### src/design/rename_settings.svh
//////////////////////////////////////////////////////////////////////
// Rename stage settings
// Register counts, checkpoint versions and free list reset count
//////////////////////////////////////////////////////////////////////

`ifndef RENAME_SETTINGS_SVH
`define RENAME_SETTINGS_SVH

`define NUM_PHYS_REGS       64   // Physical register file size
`define NUM_ISA_REGS        32   // RISC-V integer registers

// Map and free list versions, one is always the live one
`define NUM_CHECKPOINTS     4

// Registers beyond the architectural ones start out free
`define FREE_LIST_ENTRIES   (`NUM_PHYS_REGS - `NUM_ISA_REGS)
`define FREE_LIST_COUNT_RST `FREE_LIST_ENTRIES

`endif
### src/design/rename_types_pkg.sv
//////////////////////////////////////////////////////////////////////
// Rename types: register indices and checkpoint labels
//////////////////////////////////////////////////////////////////////

`default_nettype none

`include "rename_settings.svh"

package rename_types_pkg;

    // Physical register index
    typedef logic [$clog2(`NUM_PHYS_REGS)-1:0] phreg_t;

    // Architectural register index, as found in the instruction word
    typedef logic [$clog2(`NUM_ISA_REGS)-1:0] areg_t;

    // Label of a map / free list version
    typedef logic [$clog2(`NUM_CHECKPOINTS)-1:0] checkpoint_t;

endpackage

`default_nettype wire

### src/design/riscv_instr_pkg.sv
//////////////////////////////////////////////////////////////////////
// RISC-V instruction word with R-type and I-type field views
//////////////////////////////////////////////////////////////////////

`default_nettype none

package riscv_instr_pkg;

    typedef struct packed {
        logic [6:0]               funct7;
        rename_types_pkg::areg_t  rs2;
        rename_types_pkg::areg_t  rs1;
        logic [2:0]               funct3;
        rename_types_pkg::areg_t  rd;
        logic [6:0]               opcode;
    } rtype_t;

    typedef struct packed {
        logic [11:0]              imm12;   // Overlays funct7 and rs2
        rename_types_pkg::areg_t  rs1;
        logic [2:0]               funct3;
        rename_types_pkg::areg_t  rd;
        logic [6:0]               opcode;
    } itype_t;

    // Same 32-bit word, two decodings
    typedef union packed {
        rtype_t rtype;
        itype_t itype;
    } instr_t;

    ////////////////////////////////////////////////////////////////////
    // Major opcodes that decide source and destination use
    ////////////////////////////////////////////////////////////////////
    localparam logic [6:0] OPC_OP     = 7'b0110011;  // rs1, rs2, rd
    localparam logic [6:0] OPC_OP_IMM = 7'b0010011;  // rs1, rd
    localparam logic [6:0] OPC_LOAD   = 7'b0000011;  // rs1, rd
    localparam logic [6:0] OPC_STORE  = 7'b0100011;  // rs1, rs2
    localparam logic [6:0] OPC_BRANCH = 7'b1100011;  // rs1, rs2
    localparam logic [6:0] OPC_LUI    = 7'b0110111;  // rd only
    localparam logic [6:0] OPC_JAL    = 7'b1101111;  // rd only

endpackage

`default_nettype wire

### src/design/rename_unit.sv
//////////////////////////////////////////////////////////////////////
// Register rename stage top, decodes register use and forms the stall
//////////////////////////////////////////////////////////////////////

`timescale 1ns/1ps
`default_nettype none

module rename_unit (
    input  wire                                  clk_i,
    input  wire                                  rstn_i,
    input  wire                                  rename_valid_i,
    input  wire riscv_instr_pkg::instr_t         instr_i,
    input  wire                                  is_branch_i,       // Takes a checkpoint
    input  wire [1:0]                            commit_valid_i,
    input  wire rename_types_pkg::areg_t [1:0]   commit_areg_i,
    input  wire rename_types_pkg::phreg_t [1:0]  commit_prd_i,
    input  wire rename_types_pkg::phreg_t [1:0]  commit_old_prd_i,  // Returned to free list
    input  wire                                  recover_i,         // Mispredict
    input  wire rename_types_pkg::checkpoint_t   recover_checkpoint_i,
    input  wire                                  delete_checkpoint_i,
    input  wire                                  rollback_i,        // Exception
    output rename_types_pkg::phreg_t             prs1_o,
    output rename_types_pkg::phreg_t             prs2_o,
    output rename_types_pkg::phreg_t             prd_o,
    output rename_types_pkg::phreg_t             old_prd_o,
    output rename_types_pkg::checkpoint_t        checkpoint_o,
    output logic                                 stall_o
);
    import rename_types_pkg::*;
    import riscv_instr_pkg::*;

    logic [6:0] opcode;
    logic       rs1_used;
    logic       rs2_used;
    logic       needs_reg;     // Real destination, not x0
    logic       fl_empty;
    logic       out_of_ckp;
    logic       rename_fire;
    logic       alloc;
    logic       take_ckp;
    areg_t      rs1_idx;
    areg_t      rs2_idx;
    areg_t      rd_idx;
    phreg_t     new_prd;

    ////////////////////////////////////////////////////////////////////
    // Decode
    ////////////////////////////////////////////////////////////////////
    assign opcode   = instr_i.itype.opcode;
    assign rs1_used = (opcode == OPC_OP) | (opcode == OPC_OP_IMM) | (opcode == OPC_LOAD)
                    | (opcode == OPC_STORE) | (opcode == OPC_BRANCH);
    assign rs2_used = (opcode == OPC_OP) | (opcode == OPC_STORE) | (opcode == OPC_BRANCH);
    assign needs_reg = ((opcode == OPC_OP) | (opcode == OPC_OP_IMM) | (opcode == OPC_LOAD)
                     | (opcode == OPC_LUI) | (opcode == OPC_JAL)) & (instr_i.itype.rd != '0);

    // Unused fields read x0, which always maps to phys 0
    assign rs1_idx = rs1_used ? instr_i.itype.rs1 : '0;
    assign rs2_idx = rs2_used ? instr_i.rtype.rs2 : '0;   // I-type bits here are imm
    assign rd_idx  = needs_reg ? instr_i.itype.rd : '0;

    // Stall when a register or checkpoint is missing
    assign stall_o     = rename_valid_i & ((needs_reg & fl_empty) | (is_branch_i & out_of_ckp));
    assign rename_fire = rename_valid_i & ~stall_o;
    assign alloc       = rename_fire & needs_reg;
    assign take_ckp    = rename_fire & is_branch_i;
    assign prd_o       = alloc ? new_prd : '0;

    free_list free_list_inst (
        .clk_i                (clk_i),
        .rstn_i               (rstn_i),
        .read_head_i          (alloc),
        .add_free_register_i  (commit_valid_i),
        .free_register_i      (commit_old_prd_i),
        .do_checkpoint_i      (take_ckp),
        .do_recover_i         (recover_i),
        .delete_checkpoint_i  (delete_checkpoint_i),
        .recover_checkpoint_i (recover_checkpoint_i),
        .commit_roll_back_i   (rollback_i),
        .new_register_o       (new_prd),
        .checkpoint_o         (checkpoint_o),
        .out_of_checkpoints_o (out_of_ckp),
        .empty_o              (fl_empty)
    );

    rename_table rename_table_inst (
        .clk_i                (clk_i),
        .rstn_i               (rstn_i),
        .rs1_i                (rs1_idx),
        .rs2_i                (rs2_idx),
        .rd_i                 (rd_idx),
        .rename_i             (alloc),
        .new_prd_i            (new_prd),
        .do_checkpoint_i      (take_ckp),
        .do_recover_i         (recover_i),
        .recover_checkpoint_i (recover_checkpoint_i),
        .delete_checkpoint_i  (delete_checkpoint_i),
        .commit_i             (commit_valid_i),
        .commit_areg_i        (commit_areg_i),
        .commit_prd_i         (commit_prd_i),
        .rollback_i           (rollback_i),
        .prs1_o               (prs1_o),
        .prs2_o               (prs2_o),
        .old_prd_o            (old_prd_o)
    );

endmodule

`default_nettype wire

### src/design/rename_table.sv
//////////////////////////////////////////////////////////////////////
// Register map table, one speculative map per checkpoint plus the
// committed map used on exception rollback
//////////////////////////////////////////////////////////////////////

`timescale 1ns/1ps
`default_nettype none

`include "rename_settings.svh"

module rename_table (
    input  wire                                  clk_i,
    input  wire                                  rstn_i,
    input  wire rename_types_pkg::areg_t         rs1_i,
    input  wire rename_types_pkg::areg_t         rs2_i,
    input  wire rename_types_pkg::areg_t         rd_i,
    input  wire                                  rename_i,        // Write rd mapping
    input  wire rename_types_pkg::phreg_t        new_prd_i,
    input  wire                                  do_checkpoint_i,
    input  wire                                  do_recover_i,
    input  wire rename_types_pkg::checkpoint_t   recover_checkpoint_i,
    input  wire                                  delete_checkpoint_i,
    input  wire [1:0]                            commit_i,
    input  wire rename_types_pkg::areg_t [1:0]   commit_areg_i,
    input  wire rename_types_pkg::phreg_t [1:0]  commit_prd_i,
    input  wire                                  rollback_i,
    output rename_types_pkg::phreg_t             prs1_o,
    output rename_types_pkg::phreg_t             prs2_o,
    output rename_types_pkg::phreg_t             old_prd_o
);
    import rename_types_pkg::*;

    localparam int CKP_CNT_W = $clog2(`NUM_CHECKPOINTS) + 1;

    phreg_t               map_q [`NUM_CHECKPOINTS][`NUM_ISA_REGS]; // Speculative maps
    phreg_t               committed_q [`NUM_ISA_REGS];
    checkpoint_t          version_head_q;   // Tracks the free list versions
    checkpoint_t          version_tail_q;
    logic [CKP_CNT_W-1:0] num_ckp_q;

    logic                 write_rd;
    logic                 ckp_en;

    assign write_rd = rename_i & (rd_i != '0);        // x0 stays on phys 0
    assign ckp_en   = do_checkpoint_i & (num_ckp_q < CKP_CNT_W'(`NUM_CHECKPOINTS - 1))
                    & ~do_recover_i & ~rollback_i;

    // Lookups from the live map
    assign prs1_o    = map_q[version_head_q][rs1_i];
    assign prs2_o    = map_q[version_head_q][rs2_i];
    assign old_prd_o = map_q[version_head_q][rd_i];

    always_ff @(posedge clk_i or negedge rstn_i) begin
        if (!rstn_i) begin
            for (int r = 0; r < `NUM_ISA_REGS; r++) begin
                for (int c = 0; c < `NUM_CHECKPOINTS; c++) begin
                    map_q[c][r] <= phreg_t'(r);      // Identity map
                end
                committed_q[r] <= phreg_t'(r);
            end
            version_head_q <= '0;
            version_tail_q <= '0;
            num_ckp_q      <= '0;
        end else begin
            //////////////////////////////////////////////////////////////
            // Committed map, second port wins on the same register
            //////////////////////////////////////////////////////////////
            if (commit_i[0]) begin
                committed_q[commit_areg_i[0]] <= commit_prd_i[0];
            end
            if (commit_i[1]) begin
                committed_q[commit_areg_i[1]] <= commit_prd_i[1];
            end

            if (rollback_i) begin
                for (int r = 0; r < `NUM_ISA_REGS; r++) begin
                    map_q[0][r] <= committed_q[r];
                end
                version_head_q <= '0;
                version_tail_q <= '0;
                num_ckp_q      <= '0;
            end else begin
                version_tail_q <= version_tail_q + checkpoint_t'(delete_checkpoint_i);

                if (do_recover_i) begin
                    version_head_q <= recover_checkpoint_i;
                    num_ckp_q      <= CKP_CNT_W'(checkpoint_t'(recover_checkpoint_i
                                                               - version_tail_q));
                end else begin
                    num_ckp_q <= num_ckp_q + CKP_CNT_W'(ckp_en)
                               - CKP_CNT_W'(delete_checkpoint_i);
                    if (write_rd) begin
                        map_q[version_head_q][rd_i] <= new_prd_i;
                    end

                    //////////////////////////////////////////////////////
                    // Snapshot includes this cycle's rd write
                    //////////////////////////////////////////////////////
                    if (ckp_en) begin
                        for (int r = 0; r < `NUM_ISA_REGS; r++) begin
                            map_q[version_head_q + 1'b1][r] <=
                                (write_rd && (rd_i == areg_t'(r))) ? new_prd_i
                                                                   : map_q[version_head_q][r];
                        end
                        version_head_q <= version_head_q + 1'b1;
                    end
                end
            end
        end
    end

endmodule

`default_nettype wire

### src/design/free_list.sv
//////////////////////////////////////////////////////////////////////
// Free list of physical registers, circular buffer with one head and
// count per checkpoint and a single shared tail
//////////////////////////////////////////////////////////////////////

`timescale 1ns/1ps
`default_nettype none

`include "rename_settings.svh"

module free_list (
    input  wire                                  clk_i,
    input  wire                                  rstn_i,
    input  wire                                  read_head_i,          // Take head register
    input  wire [1:0]                            add_free_register_i,  // Commit frees
    input  wire rename_types_pkg::phreg_t [1:0]  free_register_i,
    input  wire                                  do_checkpoint_i,
    input  wire                                  do_recover_i,
    input  wire                                  delete_checkpoint_i,  // Oldest one resolved
    input  wire rename_types_pkg::checkpoint_t   recover_checkpoint_i,
    input  wire                                  commit_roll_back_i,   // Exception
    output rename_types_pkg::phreg_t             new_register_o,
    output rename_types_pkg::checkpoint_t        checkpoint_o,
    output logic                                 out_of_checkpoints_o,
    output logic                                 empty_o
);
    import rename_types_pkg::*;

    localparam int PTR_W     = $clog2(`FREE_LIST_ENTRIES);
    localparam int CNT_W     = PTR_W + 1;                    // Must reach full count
    localparam int CKP_CNT_W = $clog2(`NUM_CHECKPOINTS) + 1;

    phreg_t               fifo_q  [`FREE_LIST_ENTRIES];
    logic [PTR_W-1:0]     head_q  [`NUM_CHECKPOINTS];      // Head per version
    logic [CNT_W-1:0]     count_q [`NUM_CHECKPOINTS];      // Free count per version
    logic [PTR_W-1:0]     tail_q;                          // Shared by all versions
    checkpoint_t          version_head_q;                  // Live version
    checkpoint_t          version_tail_q;                  // Oldest version
    logic [CKP_CNT_W-1:0] num_ckp_q;                       // Live checkpoints

    logic                 we0;
    logic                 we1;
    logic                 re;
    logic                 ckp_en;
    logic [1:0]           num_writes;
    logic [CNT_W-1:0]     live_count;

    assign live_count = count_q[version_head_q];

    // Frees go to every version, x0 is never freed
    assign we0 = add_free_register_i[0] & (free_register_i[0] != '0) & ~commit_roll_back_i;
    assign we1 = add_free_register_i[1] & (free_register_i[1] != '0) & ~commit_roll_back_i;
    assign num_writes = {1'b0, we0} + {1'b0, we1};

    // Read allowed when something is stored or bypassed this cycle
    assign re = read_head_i & ((live_count != '0) | we0 | we1)
              & ~do_recover_i & ~commit_roll_back_i;

    // One version always stays live, so at most N-1 checkpoints
    assign ckp_en = do_checkpoint_i & (num_ckp_q < CKP_CNT_W'(`NUM_CHECKPOINTS - 1))
                  & ~do_recover_i & ~commit_roll_back_i;

    always_comb begin
        if (!re) begin
            new_register_o = '0;
        end else if (live_count == '0) begin               // Empty, bypass a free
            new_register_o = we0 ? free_register_i[0] : free_register_i[1];
        end else begin
            new_register_o = fifo_q[head_q[version_head_q]];
        end
    end

    assign empty_o              = (live_count == '0) & ~we0 & ~we1;
    assign out_of_checkpoints_o = (num_ckp_q == CKP_CNT_W'(`NUM_CHECKPOINTS - 1));

    always_ff @(posedge clk_i or negedge rstn_i) begin
        if (!rstn_i) begin
            for (int i = 0; i < `FREE_LIST_ENTRIES; i++) begin
                fifo_q[i] <= phreg_t'(i + `NUM_ISA_REGS);  // Holds 32..63
            end
            for (int c = 0; c < `NUM_CHECKPOINTS; c++) begin
                head_q[c]  <= '0;
                count_q[c] <= CNT_W'(`FREE_LIST_COUNT_RST);
            end
            tail_q         <= '0;
            version_head_q <= '0;
            version_tail_q <= '0;
            num_ckp_q      <= '0;
            checkpoint_o   <= '0;
        end else if (commit_roll_back_i) begin
            // Drop all speculation, everything not committed is free again
            head_q[0]      <= tail_q;
            count_q[0]     <= CNT_W'(`FREE_LIST_COUNT_RST);
            version_head_q <= '0;
            version_tail_q <= '0;
            num_ckp_q      <= '0;
            checkpoint_o   <= '0;
        end else begin
            //////////////////////////////////////////////////////////////
            // Commit frees at the tail
            //////////////////////////////////////////////////////////////
            if (we0) begin
                fifo_q[tail_q] <= free_register_i[0];
            end
            if (we1) begin
                fifo_q[tail_q + PTR_W'(we0)] <= free_register_i[1]; // After slot 0 if used
            end
            tail_q         <= tail_q + PTR_W'(num_writes);
            version_tail_q <= version_tail_q + checkpoint_t'(delete_checkpoint_i);

            for (int c = 0; c < `NUM_CHECKPOINTS; c++) begin
                count_q[c] <= count_q[c] + CNT_W'(num_writes);
            end

            if (do_recover_i) begin
                // Versions between tail and the recovered one stay live
                version_head_q <= recover_checkpoint_i;
                num_ckp_q      <= CKP_CNT_W'(checkpoint_t'(recover_checkpoint_i
                                                           - version_tail_q));
            end else begin
                num_ckp_q <= num_ckp_q + CKP_CNT_W'(ckp_en) - CKP_CNT_W'(delete_checkpoint_i);

                // Allocation only counts against the live version
                head_q[version_head_q]  <= head_q[version_head_q] + PTR_W'(re);
                count_q[version_head_q] <= live_count + CNT_W'(num_writes) - CNT_W'(re);

                //////////////////////////////////////////////////////////
                // Checkpoint copies updated head and count forward
                //////////////////////////////////////////////////////////
                if (ckp_en) begin
                    head_q[version_head_q + 1'b1]  <= head_q[version_head_q] + PTR_W'(re);
                    count_q[version_head_q + 1'b1] <= live_count + CNT_W'(num_writes)
                                                    - CNT_W'(re);
                    version_head_q <= version_head_q + 1'b1;
                    checkpoint_o   <= version_head_q;       // Label to recover to
                end
            end
        end
    end

endmodule

`default_nettype wire

### config.mk
export PLATFORM = sky130hd
export DESIGN_NAME = rename_unit
export DESIGN_NICKNAME = d
export VERILOG_FILES = /design/src/design/rename_types_pkg.sv /design/src/design/riscv_instr_pkg.sv /design/src/design/rename_unit.sv /design/src/design/rename_table.sv /design/src/design/free_list.sv
export VERILOG_INCLUDE_DIRS = /design/src /design/src/design
export SDC_FILE = /design/constraint.sdc
export NUM_CORES = 2
export LEC_CHECK = 0
export BUFFER_PORTS_ARGS = -buffer_cell sky130_fd_sc_hd__buf_4
export CORE_MARGIN = 5
export CORE_UTILIZATION = 35
export CTS_CLUSTER_DIAMETER = 30
export DETAILED_ROUTE_END_ITERATION = 12
export GPL_ROUTABILITY_DRIVEN = 0
export HOLD_SLACK_MARGIN = 0.06
export PLACE_DENSITY = 0.54
export SETUP_SLACK_MARGIN = 0.15
export SYNTH_ARGS = -nofsm -noshare
export SYNTH_HDL_FRONTEND = slang
export SYNTH_SLANG_ARGS = --single-unit
### constraint.sdc
create_clock -name clk_i -period 4.6 [get_ports clk_i]
set_clock_uncertainty 0.1 [all_clocks]
set_input_delay 0.69 -clock clk_i [delete_from_list [all_inputs] [get_ports clk_i]]
set_output_delay 0.69 -clock clk_i [all_outputs]
set_load 0.01 [all_outputs]
## After elaboration in Yosys (flattened, before gate mapping)

Cells that the tools add are included.

| word-level totals | value |
|---|---|
| register bits | 1217 |
| latch bits | 0 |
| memory bits (writable) | 0 |
| ROM bits | 0 |
| input port bits | 77 |
| output and inout port bits | 27 |
| memories | 0 |

| cells by class | value |
|---|---|
| add/subtract/negate cells | 20 |
| multipliers | 0 |
| div/mod/pow operators | 0 |
| magnitude comparators | 23 |
| eq/ne operators | 40 |
| shifts and indexed selects | 0 |
| mux-type cells | 217 |
| bitwise logic cells | 51 |
| reduce and logical (&&, ||, !) cells | 53 |

Operator list:

| kind | count |
|---|---|
| bitwise mux 768 bit | 33 |
| demux 192 bit (select 2 bit) | 33 |
| 2-to-1 mux 768 bit | 5 |
| 2-to-1 mux 192 bit | 10 |
| bitwise mux 192 bit | 4 |
| binary-select mux 192 bit (select 2 bit) | 1 |
| 2-to-1 mux 6 bit | 55 |
| 2-to-1 mux 186 bit | 1 |
| 2-to-1 mux 180 bit | 1 |
| 2-to-1 mux 174 bit | 1 |
| 2-to-1 mux 168 bit | 1 |
| 2-to-1 mux 162 bit | 1 |
| 2-to-1 mux 156 bit | 1 |
| demux 6 bit (select 5 bit) | 5 |
| 2-to-1 mux 150 bit | 1 |
| 2-to-1 mux 144 bit | 1 |
| 2-to-1 mux 138 bit | 1 |
| 2-to-1 mux 132 bit | 1 |
| 2-to-1 mux 126 bit | 1 |
| binary-select mux 6 bit (select 5 bit) | 4 |
| 2-to-1 mux 120 bit | 1 |
| 2-to-1 mux 114 bit | 1 |
| 2-to-1 mux 108 bit | 1 |
| 2-to-1 mux 102 bit | 1 |
| 64 further kinds | 239 |

## Logic depth before layout (Yosys ltp)

| depth | value |
|---|---|
| depth in word-level cells | 56 |
| depth in mapped cells | 24 |
| gate-level depth less buffers | 19 |

## Modules after synthesis

A second synthesis with hierarchy kept.

| second synthesis, totals | value |
|---|---|
| cell total of the unflattened synthesis | 8471 |
| area, all modules | 80453.4 um^2 |

Modules (own cells, without submodules):

| module | times used | cells an instance | area each (um^2) | seq. area each (um^2) |
|---|---|---|---|---|
| rename_table | 1 | 6887 | 64528.1 | 24698.7 |
| free_list | 1 | 1535 | 15628.7 | 6401.1 |
| rename_unit | 1 | 49 | 296.5 | 0.0 |

## Worst setup path after synthesis

Ideal clock, no wire load.

| timing path | value |
|---|---|
| path type | register to register |
| from | register free_list_inst.version_head_q[0] |
| to | register free_list_inst.count_q[4] (netlist bit) |
| library setup time | 121 ps |
| data arrival time | 4535 ps |
| required time | 4379 ps |
| slack | -157 ps |
| stages on the path, launching flop included | 24 |
| clock period less this slack | 4757 ps |
| cell sequence | dfrtp_1 > buf_4 > buf_2 > mux4_2 > inv_1 > ha_1 > nand2_1 > or3_1 > buf_4 > nor3_4 > buf_4 > buf_4 > nor2_1 > ha_1 > inv_1 > ha_1 > fa_1 > a21oi_1 > nor2_1 > nor2_1 > xnor2_1 > nor3_1 > a41oi_1 > o22a_1 |

| between the ends | value |
|---|---|
| longest elaborated chain between the ends | 21 |
| elaborated cells on any way between the ends | 41 |
| classes of those cells | add/sub (3); order compare (4); mux (11); bitwise (19); reduce/logical (4) |

Ends and longest elaborated chain:

| element | RTL line | text |
|---|---|---|
| start: declaration | free_list.sv:37 | `checkpoint_t version_head_q;` |
| start signal: assignment | free_list.sv:117 | `version_head_q <= recover_checkpoint_i;` |
| start signal: assignment | free_list.sv:134 | `version_head_q <= version_head_q + 1'b1;` |
| NOT 2 -> 3 bit (not written as such) | free_list.sv:48, free_list.sv:125 |  |
| binary-select mux 6 bit (select 2 bit) | free_list.sv:48 | `assign live_count = count_q[version_head_q];` |
| 2-to-1 mux 6 bit (not written as such) (2 in a row) | free_list.sv:48 |  |
| zero test 6 bit | free_list.sv:73 | `assign empty_o = (live_count == '0) & ~we0 & ~we1;` |
| AND 1 bit (2 in a row) | free_list.sv:73 |  |
| AND 1 bit | rename_unit.sv:62 | `assign stall_o = rename_valid_i & ((needs_reg & fl_empty) \| (is_branch_i & out_of_ckp));` |
| OR 1 bit | rename_unit.sv:62 |  |
| AND 1 bit | rename_unit.sv:62 |  |
| (+2 left out) | n/a |  |
| AND 1 bit | rename_unit.sv:64 | `assign alloc = rename_fire & needs_reg;` |
| AND 1 bit | free_list.sv:56 | `assign re = read_head_i & ((live_count != '0) \| we0 \| we1)` |
| AND 1 bit (2 in a row) | free_list.sv:57 | `& ~do_recover_i & ~commit_roll_back_i;` |
| subtractor 6 x 1 -> 6 bit | free_list.sv:125, free_list.sv:133 |  |
| bitwise mux 24 bit | free_list.sv:125 | `count_q[version_head_q] <= live_count + CNT_W'(num_writes) - CNT_W'(re);` |
| bitwise mux 24 bit | free_list.sv:132 | `count_q[version_head_q + 1'b1] <= live_count + CNT_W'(num_writes)` |
| 2-to-1 mux 24 bit (*) | free_list.sv:130 | `if (ckp_en) begin` |
| 2-to-1 mux 24 bit (*) | free_list.sv:115 | `if (do_recover_i) begin` |
| end signal: indexed assignment | free_list.sv:112 | `count_q[c] <= count_q[c] + CNT_W'(num_writes);` |
| end signal: indexed assignment | free_list.sv:125 |  |
| end signal: indexed assignment | free_list.sv:132 |  |
| end: declaration | free_list.sv:35 | `` logic [CNT_W-1:0] count_q [`NUM_CHECKPOINTS]; `` |

Mark *: on every way between the ends. The rest lies on a longest branch, timed or not. The select of a mux whose other input is x is not followed.
A chain may end at the register's enable or synchronous reset.

## Worst setup path in the final report

| timing path | value |
|---|---|
| from | register free_list_inst.version_head_q[0] |
| to | output port prd_o[4] |

| between the ends | value |
|---|---|
| longest elaborated chain between the ends | 18 |
| elaborated cells on any way between the ends | 29 |
| classes of those cells | mux (12); bitwise (15); reduce/logical (2) |

Ends and longest elaborated chain:

| element | RTL line | text |
|---|---|---|
| NOT 2 -> 3 bit (not written as such) (*) | free_list.sv:48, free_list.sv:69 |  |
| binary-select mux 6 bit (select 2 bit) | free_list.sv:48 |  |
| 2-to-1 mux 6 bit (not written as such) (2 in a row) | free_list.sv:48 |  |
| zero test 6 bit | free_list.sv:66, free_list.sv:73 |  |
| AND 1 bit (2 in a row) | free_list.sv:73 |  |
| AND 1 bit | rename_unit.sv:62 |  |
| OR 1 bit | rename_unit.sv:62 |  |
| AND 1 bit | rename_unit.sv:62 |  |
| NOT 1 bit | rename_unit.sv:63 | `assign rename_fire = rename_valid_i & ~stall_o;` |
| AND 1 bit | rename_unit.sv:63 |  |
| AND 1 bit | rename_unit.sv:64 |  |
| AND 1 bit | free_list.sv:56 |  |
| AND 1 bit (2 in a row) | free_list.sv:57 |  |
| 2-to-1 mux 6 bit | free_list.sv:64 | `if (!re) begin` |
| 2-to-1 mux 6 bit (*) | rename_unit.sv:66 | `assign prd_o = alloc ? new_prd : '0;` |
| end: declaration | rename_unit.sv:24 | `output rename_types_pkg::phreg_t prd_o,` |

Marks and branches as above.

==> impl_metrics.tcl <==
set metrics [dict create \
    grt_antenna_before_repair 25 \
    grt_overflow 0 \
    yosys.area.top_type "dfrtp_1" \
    async_reset_ff_share_pct 100 \
    grt_pass1_vias 70800 \
    synth_edf_count 0 \
    insertion_delay_ns 0.98 \
    startpoint_type "flop" \
    multi_input_comb_area_um2 38800 \
    period_minus_slack_ns 4.93 \
    portBuffers 93 \
    finalSetupViolCount 24 \
    end_kind "primary output" \
    yosysSeqAreaShare_pct 43.4 \
    cts_root_buf "clkbuf_16" \
    dp_hpwl_mm 227 \
    gr-usage-all-layers_pct 31.2 \
    final_max_slew_viol_count 0 \
    drtIter0Drc 10200 \
    tightest_slew_ns 1.31 \
    die_h_um 462 \
    reg2regPathDepth 15 \
    synth.top_cell.area_share_pct 24.5 \
    via_per_inst 6.51 \
    crit_type "reg2out" \
    antenna_left 0 \
    start_util_pct 35.1 \
    maxCapViolCount 0 \
    violations "negative setup slack" \
    hold_class "in2reg" \
    hold-path-endpoint "free_list_inst.version_tail_q[0]$_DFF_PN0_" \
    slew_headroom_pct 12.5 \
    cts.clk_slew.worst_paths_ns 0.04 \
    core_area_um2 204000 \
    n_fill_cell 18900 \
    io-pin-count 104 \
    ys_seq_elements 1217 \
    finalCritPeriodShare_pct 107 \
    status "complete, but fails checks" \
    ff_latch_area_um2 31100 \
    cts_tree "done" \
    die_w_um 462 \
    power.leakage_nw 39.6 \
    max_freq_mhz 203 \
    fin_ws_ns -0.334 \
    worstReg2RegStart "free_list_inst.version_head_q[0]$_DFFE_PN0P_" \
    final_area_um2 94900 \
    syn_avg_cell_area_um2 9.50 \
    cp.arrival_ns 4.14 \
    p_total_mw 54.5 \
    synth_area_leaders "dfrtp_1 (24%), dfstp_2 (19%), mux4_2 (7.5%)" \
    cellPowerDensity_nw_per_um2 574 \
    die_area_um2 214000 \
    critPathRequiredTime_ns 3.81 \
    routed_wirelength_mm 351 \
    dpl-instance-area_um2 79200 \
    drcViolationCount 0 \
    hp-start "delete_checkpoint_i" \
    syn-cell-area_um2 71600 \
    rsz0062_at_grt "yes" \
    clkSinkCount 1217 \
    hold_violations 0 \
    ys_types 99 \
    cts_buffers 353 \
    cts.path.max_buffers 4 \
    path_max_fanout 7 \
    vias 72900 \
    synth_flop_cell "dfrtp_1" \
    dr.pass1.iters 12 \
    yosys_warnings 0 \
    rows 166 \
    synthesis.nets 7672 \
    min_path_cells 3 \
    dp_cells 10300 \
    synth_cells 7541 \
    reg2reg_to "rename_table_inst.map_q[454]$_DFFE_PN1P_" \
    r2r_slack_ns 0.24 \
    grt_max_degree 163 \
    max-vdd-ir-drop_mv 0.436 \
    drive_gt1_share_pct 30.3 \
    stdcell_count 11200 \
    wl_per_cell_um 31.3 \
    grt_pass1_wl_mm 500 \
    syn_to_final_growth_pct 32.5 \
    cts_max_level 5 \
    layout.nets 8348 \
]
worst max path at each step:
stage	slack [ns]	depth (start not counted)	to	from
after detailed placement	-0.06	12	rename_table_inst.map_q[85]$_DFFE_PN0P_	commit_old_prd_i[7]
after floorplan	0.20	23	free_list_inst.count_q[4]$_DFFE_PN0N_	free_list_inst.version_head_q[0]$_DFFE_PN0P_
final	-0.33	12	prd_o[4]	free_list_inst.version_head_q[0]$_DFFE_PN0P_
after CTS	-0.36	14	prd_o[4]	free_list_inst.version_head_q[0]$_DFFE_PN0P_
after global placement	0.02	12	rename_table_inst.map_q[51]$_DFFE_PN0P_	commit_old_prd_i[7]
after global routing	-0.36	12	prd_o[4]	free_list_inst.version_head_q[0]$_DFFE_PN0P_
timing repair:
| action | CTS | global route |
|---|---|---|
| endpoints found under the setup margin | 25 | 84 |
| hold buffers | 1 | 0 |
| cloned | 12 | 4 |
| pin swaps | 23 | 56 |
| gates resized for setup | 158 | 150 |
| endpoints found under the hold margin | 35 | 0 |
| buffers inserted | 140 | 70 |
synthesized netlist by cell type (13+ instances only):
master    number
a221o_1       20
clkbuf_1     432
nand2b_1      25
or3_1         18
buf_4         14
dfrtp_1      701
a31oi_1      130
a22oi_1       80
ha_1          46
inv_1         56
a211o_1       21
xnor2_1       20
and2_1        23
and3_1       147
nand3_1       96
o221ai_1     231
o21ai_0      393
buf_2        135
mux2_2        38
nor4_1        21
nor2_1       745
nand2_1      813
dfstp_2      516
a21o_1        31
o21ai_1       38
o21ai_2       13
a211oi_1      38
nor3_1        49
a221oi_1      92
mux2i_1      497
nand4_1       23
a21oi_1      928
o211ai_1      22
o22ai_1      508
buf_1         57
nor2b_1       43
mux4_2       239
placed cells by master, fill, tap and decap left out, types with 55 or more instances in the layout:
cell,instances
buf_4,780
nor2_1,739
o22ai_1,500
nand2_1,803
and3_1,145
clkbuf_16,360
clkinv_2,61
bufinv_16,55
dfstp_2,516
a221oi_1,89
a21oi_1,915
mux4_2,238
a22oi_1,70
nand3_1,89
buf_12,101
o21ai_0,366
dfrtp_1,697
clkbuf_1,64
a31oi_1,126
o221ai_1,214
mux2i_1,481
sequential cells by signal (all words and copies together), names as in the netlist:
register,count
free_list_inst.checkpoint_o,2
rename_table_inst.version_head_q,2
free_list_inst.head_q,20
free_list_inst.num_ckp_q,3
rename_table_inst.committed_q,192
rename_table_inst.num_ckp_q,3
free_list_inst.fifo_q,192
free_list_inst.tail_q,5
free_list_inst.count_q,24
free_list_inst.version_head_q,2
free_list_inst.version_tail_q,2
rename_table_inst.version_tail_q,2
rename_table_inst.map_q,768
report_power, final:
| part | switching [mW] | total, mW | internal (mW) |
|---|---|---|---|
| logic | 7.50 | 13.2 | 5.69 |
| registers | 1.86 | 16.1 | 14.2 |
| clock network | 7.28 | 25.2 | 17.9 |
routing by layer:
layer	vias to the layer above	wire [um]	part of all wire (%)	GRT usage [%]
li1	30100	-	-	-
met1	36000	129000	37	39.2
met2	5396	149000	43	45.5
met3	1495	44900	13	10.9
met4	12	27000	7.7	20.8
met5	-	211	0.060	0
critical path: stages, from the launching register on:
cell and delay (ns):
dfrtp_2 0.38, buf_12 0.13, mux4_4 0.80, buf_16 0.22
mux2i_2 0.17, a222oi_1 0.49, nand4_1 0.24, nand4_1 0.16
buf_6 0.13, o21ai_4 0.08, inv_2 0.12, buf_12 0.16
buf_6 0.11
area by class of cell:
class                      instances  share of cell area [%]
clock inverter                   158                    2.44
inverter                          63                   0.265
sequential                      1217                    32.8
clock buffer                     472                    10.4
timing repair buffer             964                    9.68
antenna                           23                  0.0606
multi-input combinational       5618                    40.9
tap                             2688                    3.54
logic make-up (layout without fill, tap and decap cells):
logic type | Yosys count | count (layout) | synth area share (%)
AOI/OAI and AO/OA | 2686 | 2686 | 23.4
xor gates and xnor gates | 29 | 29 | 0.355
adders and majority gates | 54 | 54 | 1.03
buffers and inverters | 706 | 1657 | 4.04
DFF | 1217 | 1217 | 43.4
muxes | 774 | 774 | 15.1
other | 0 | 23 | 0
and+or+nand+nor | 2075 | 2075 | 12.7
through the flow:
step	TNS, ns	hold slack, ns	util [%]	worst slack, ns
3_5_place_dp	-0.464	0.368	38.8	-0.0641
2_1_floorplan	0	0.294	-	0.196
4_1_cts	-5.22	0.0613	45.8	-0.357
6_report	-4.85	0.105	46.5	-0.334
5_1_grt	-5.96	0.0942	46.5	-0.361
3_3_place_gp	0	0.356	38.8	0.0232
No activity file was read; power rests on OpenSTA's default activity.
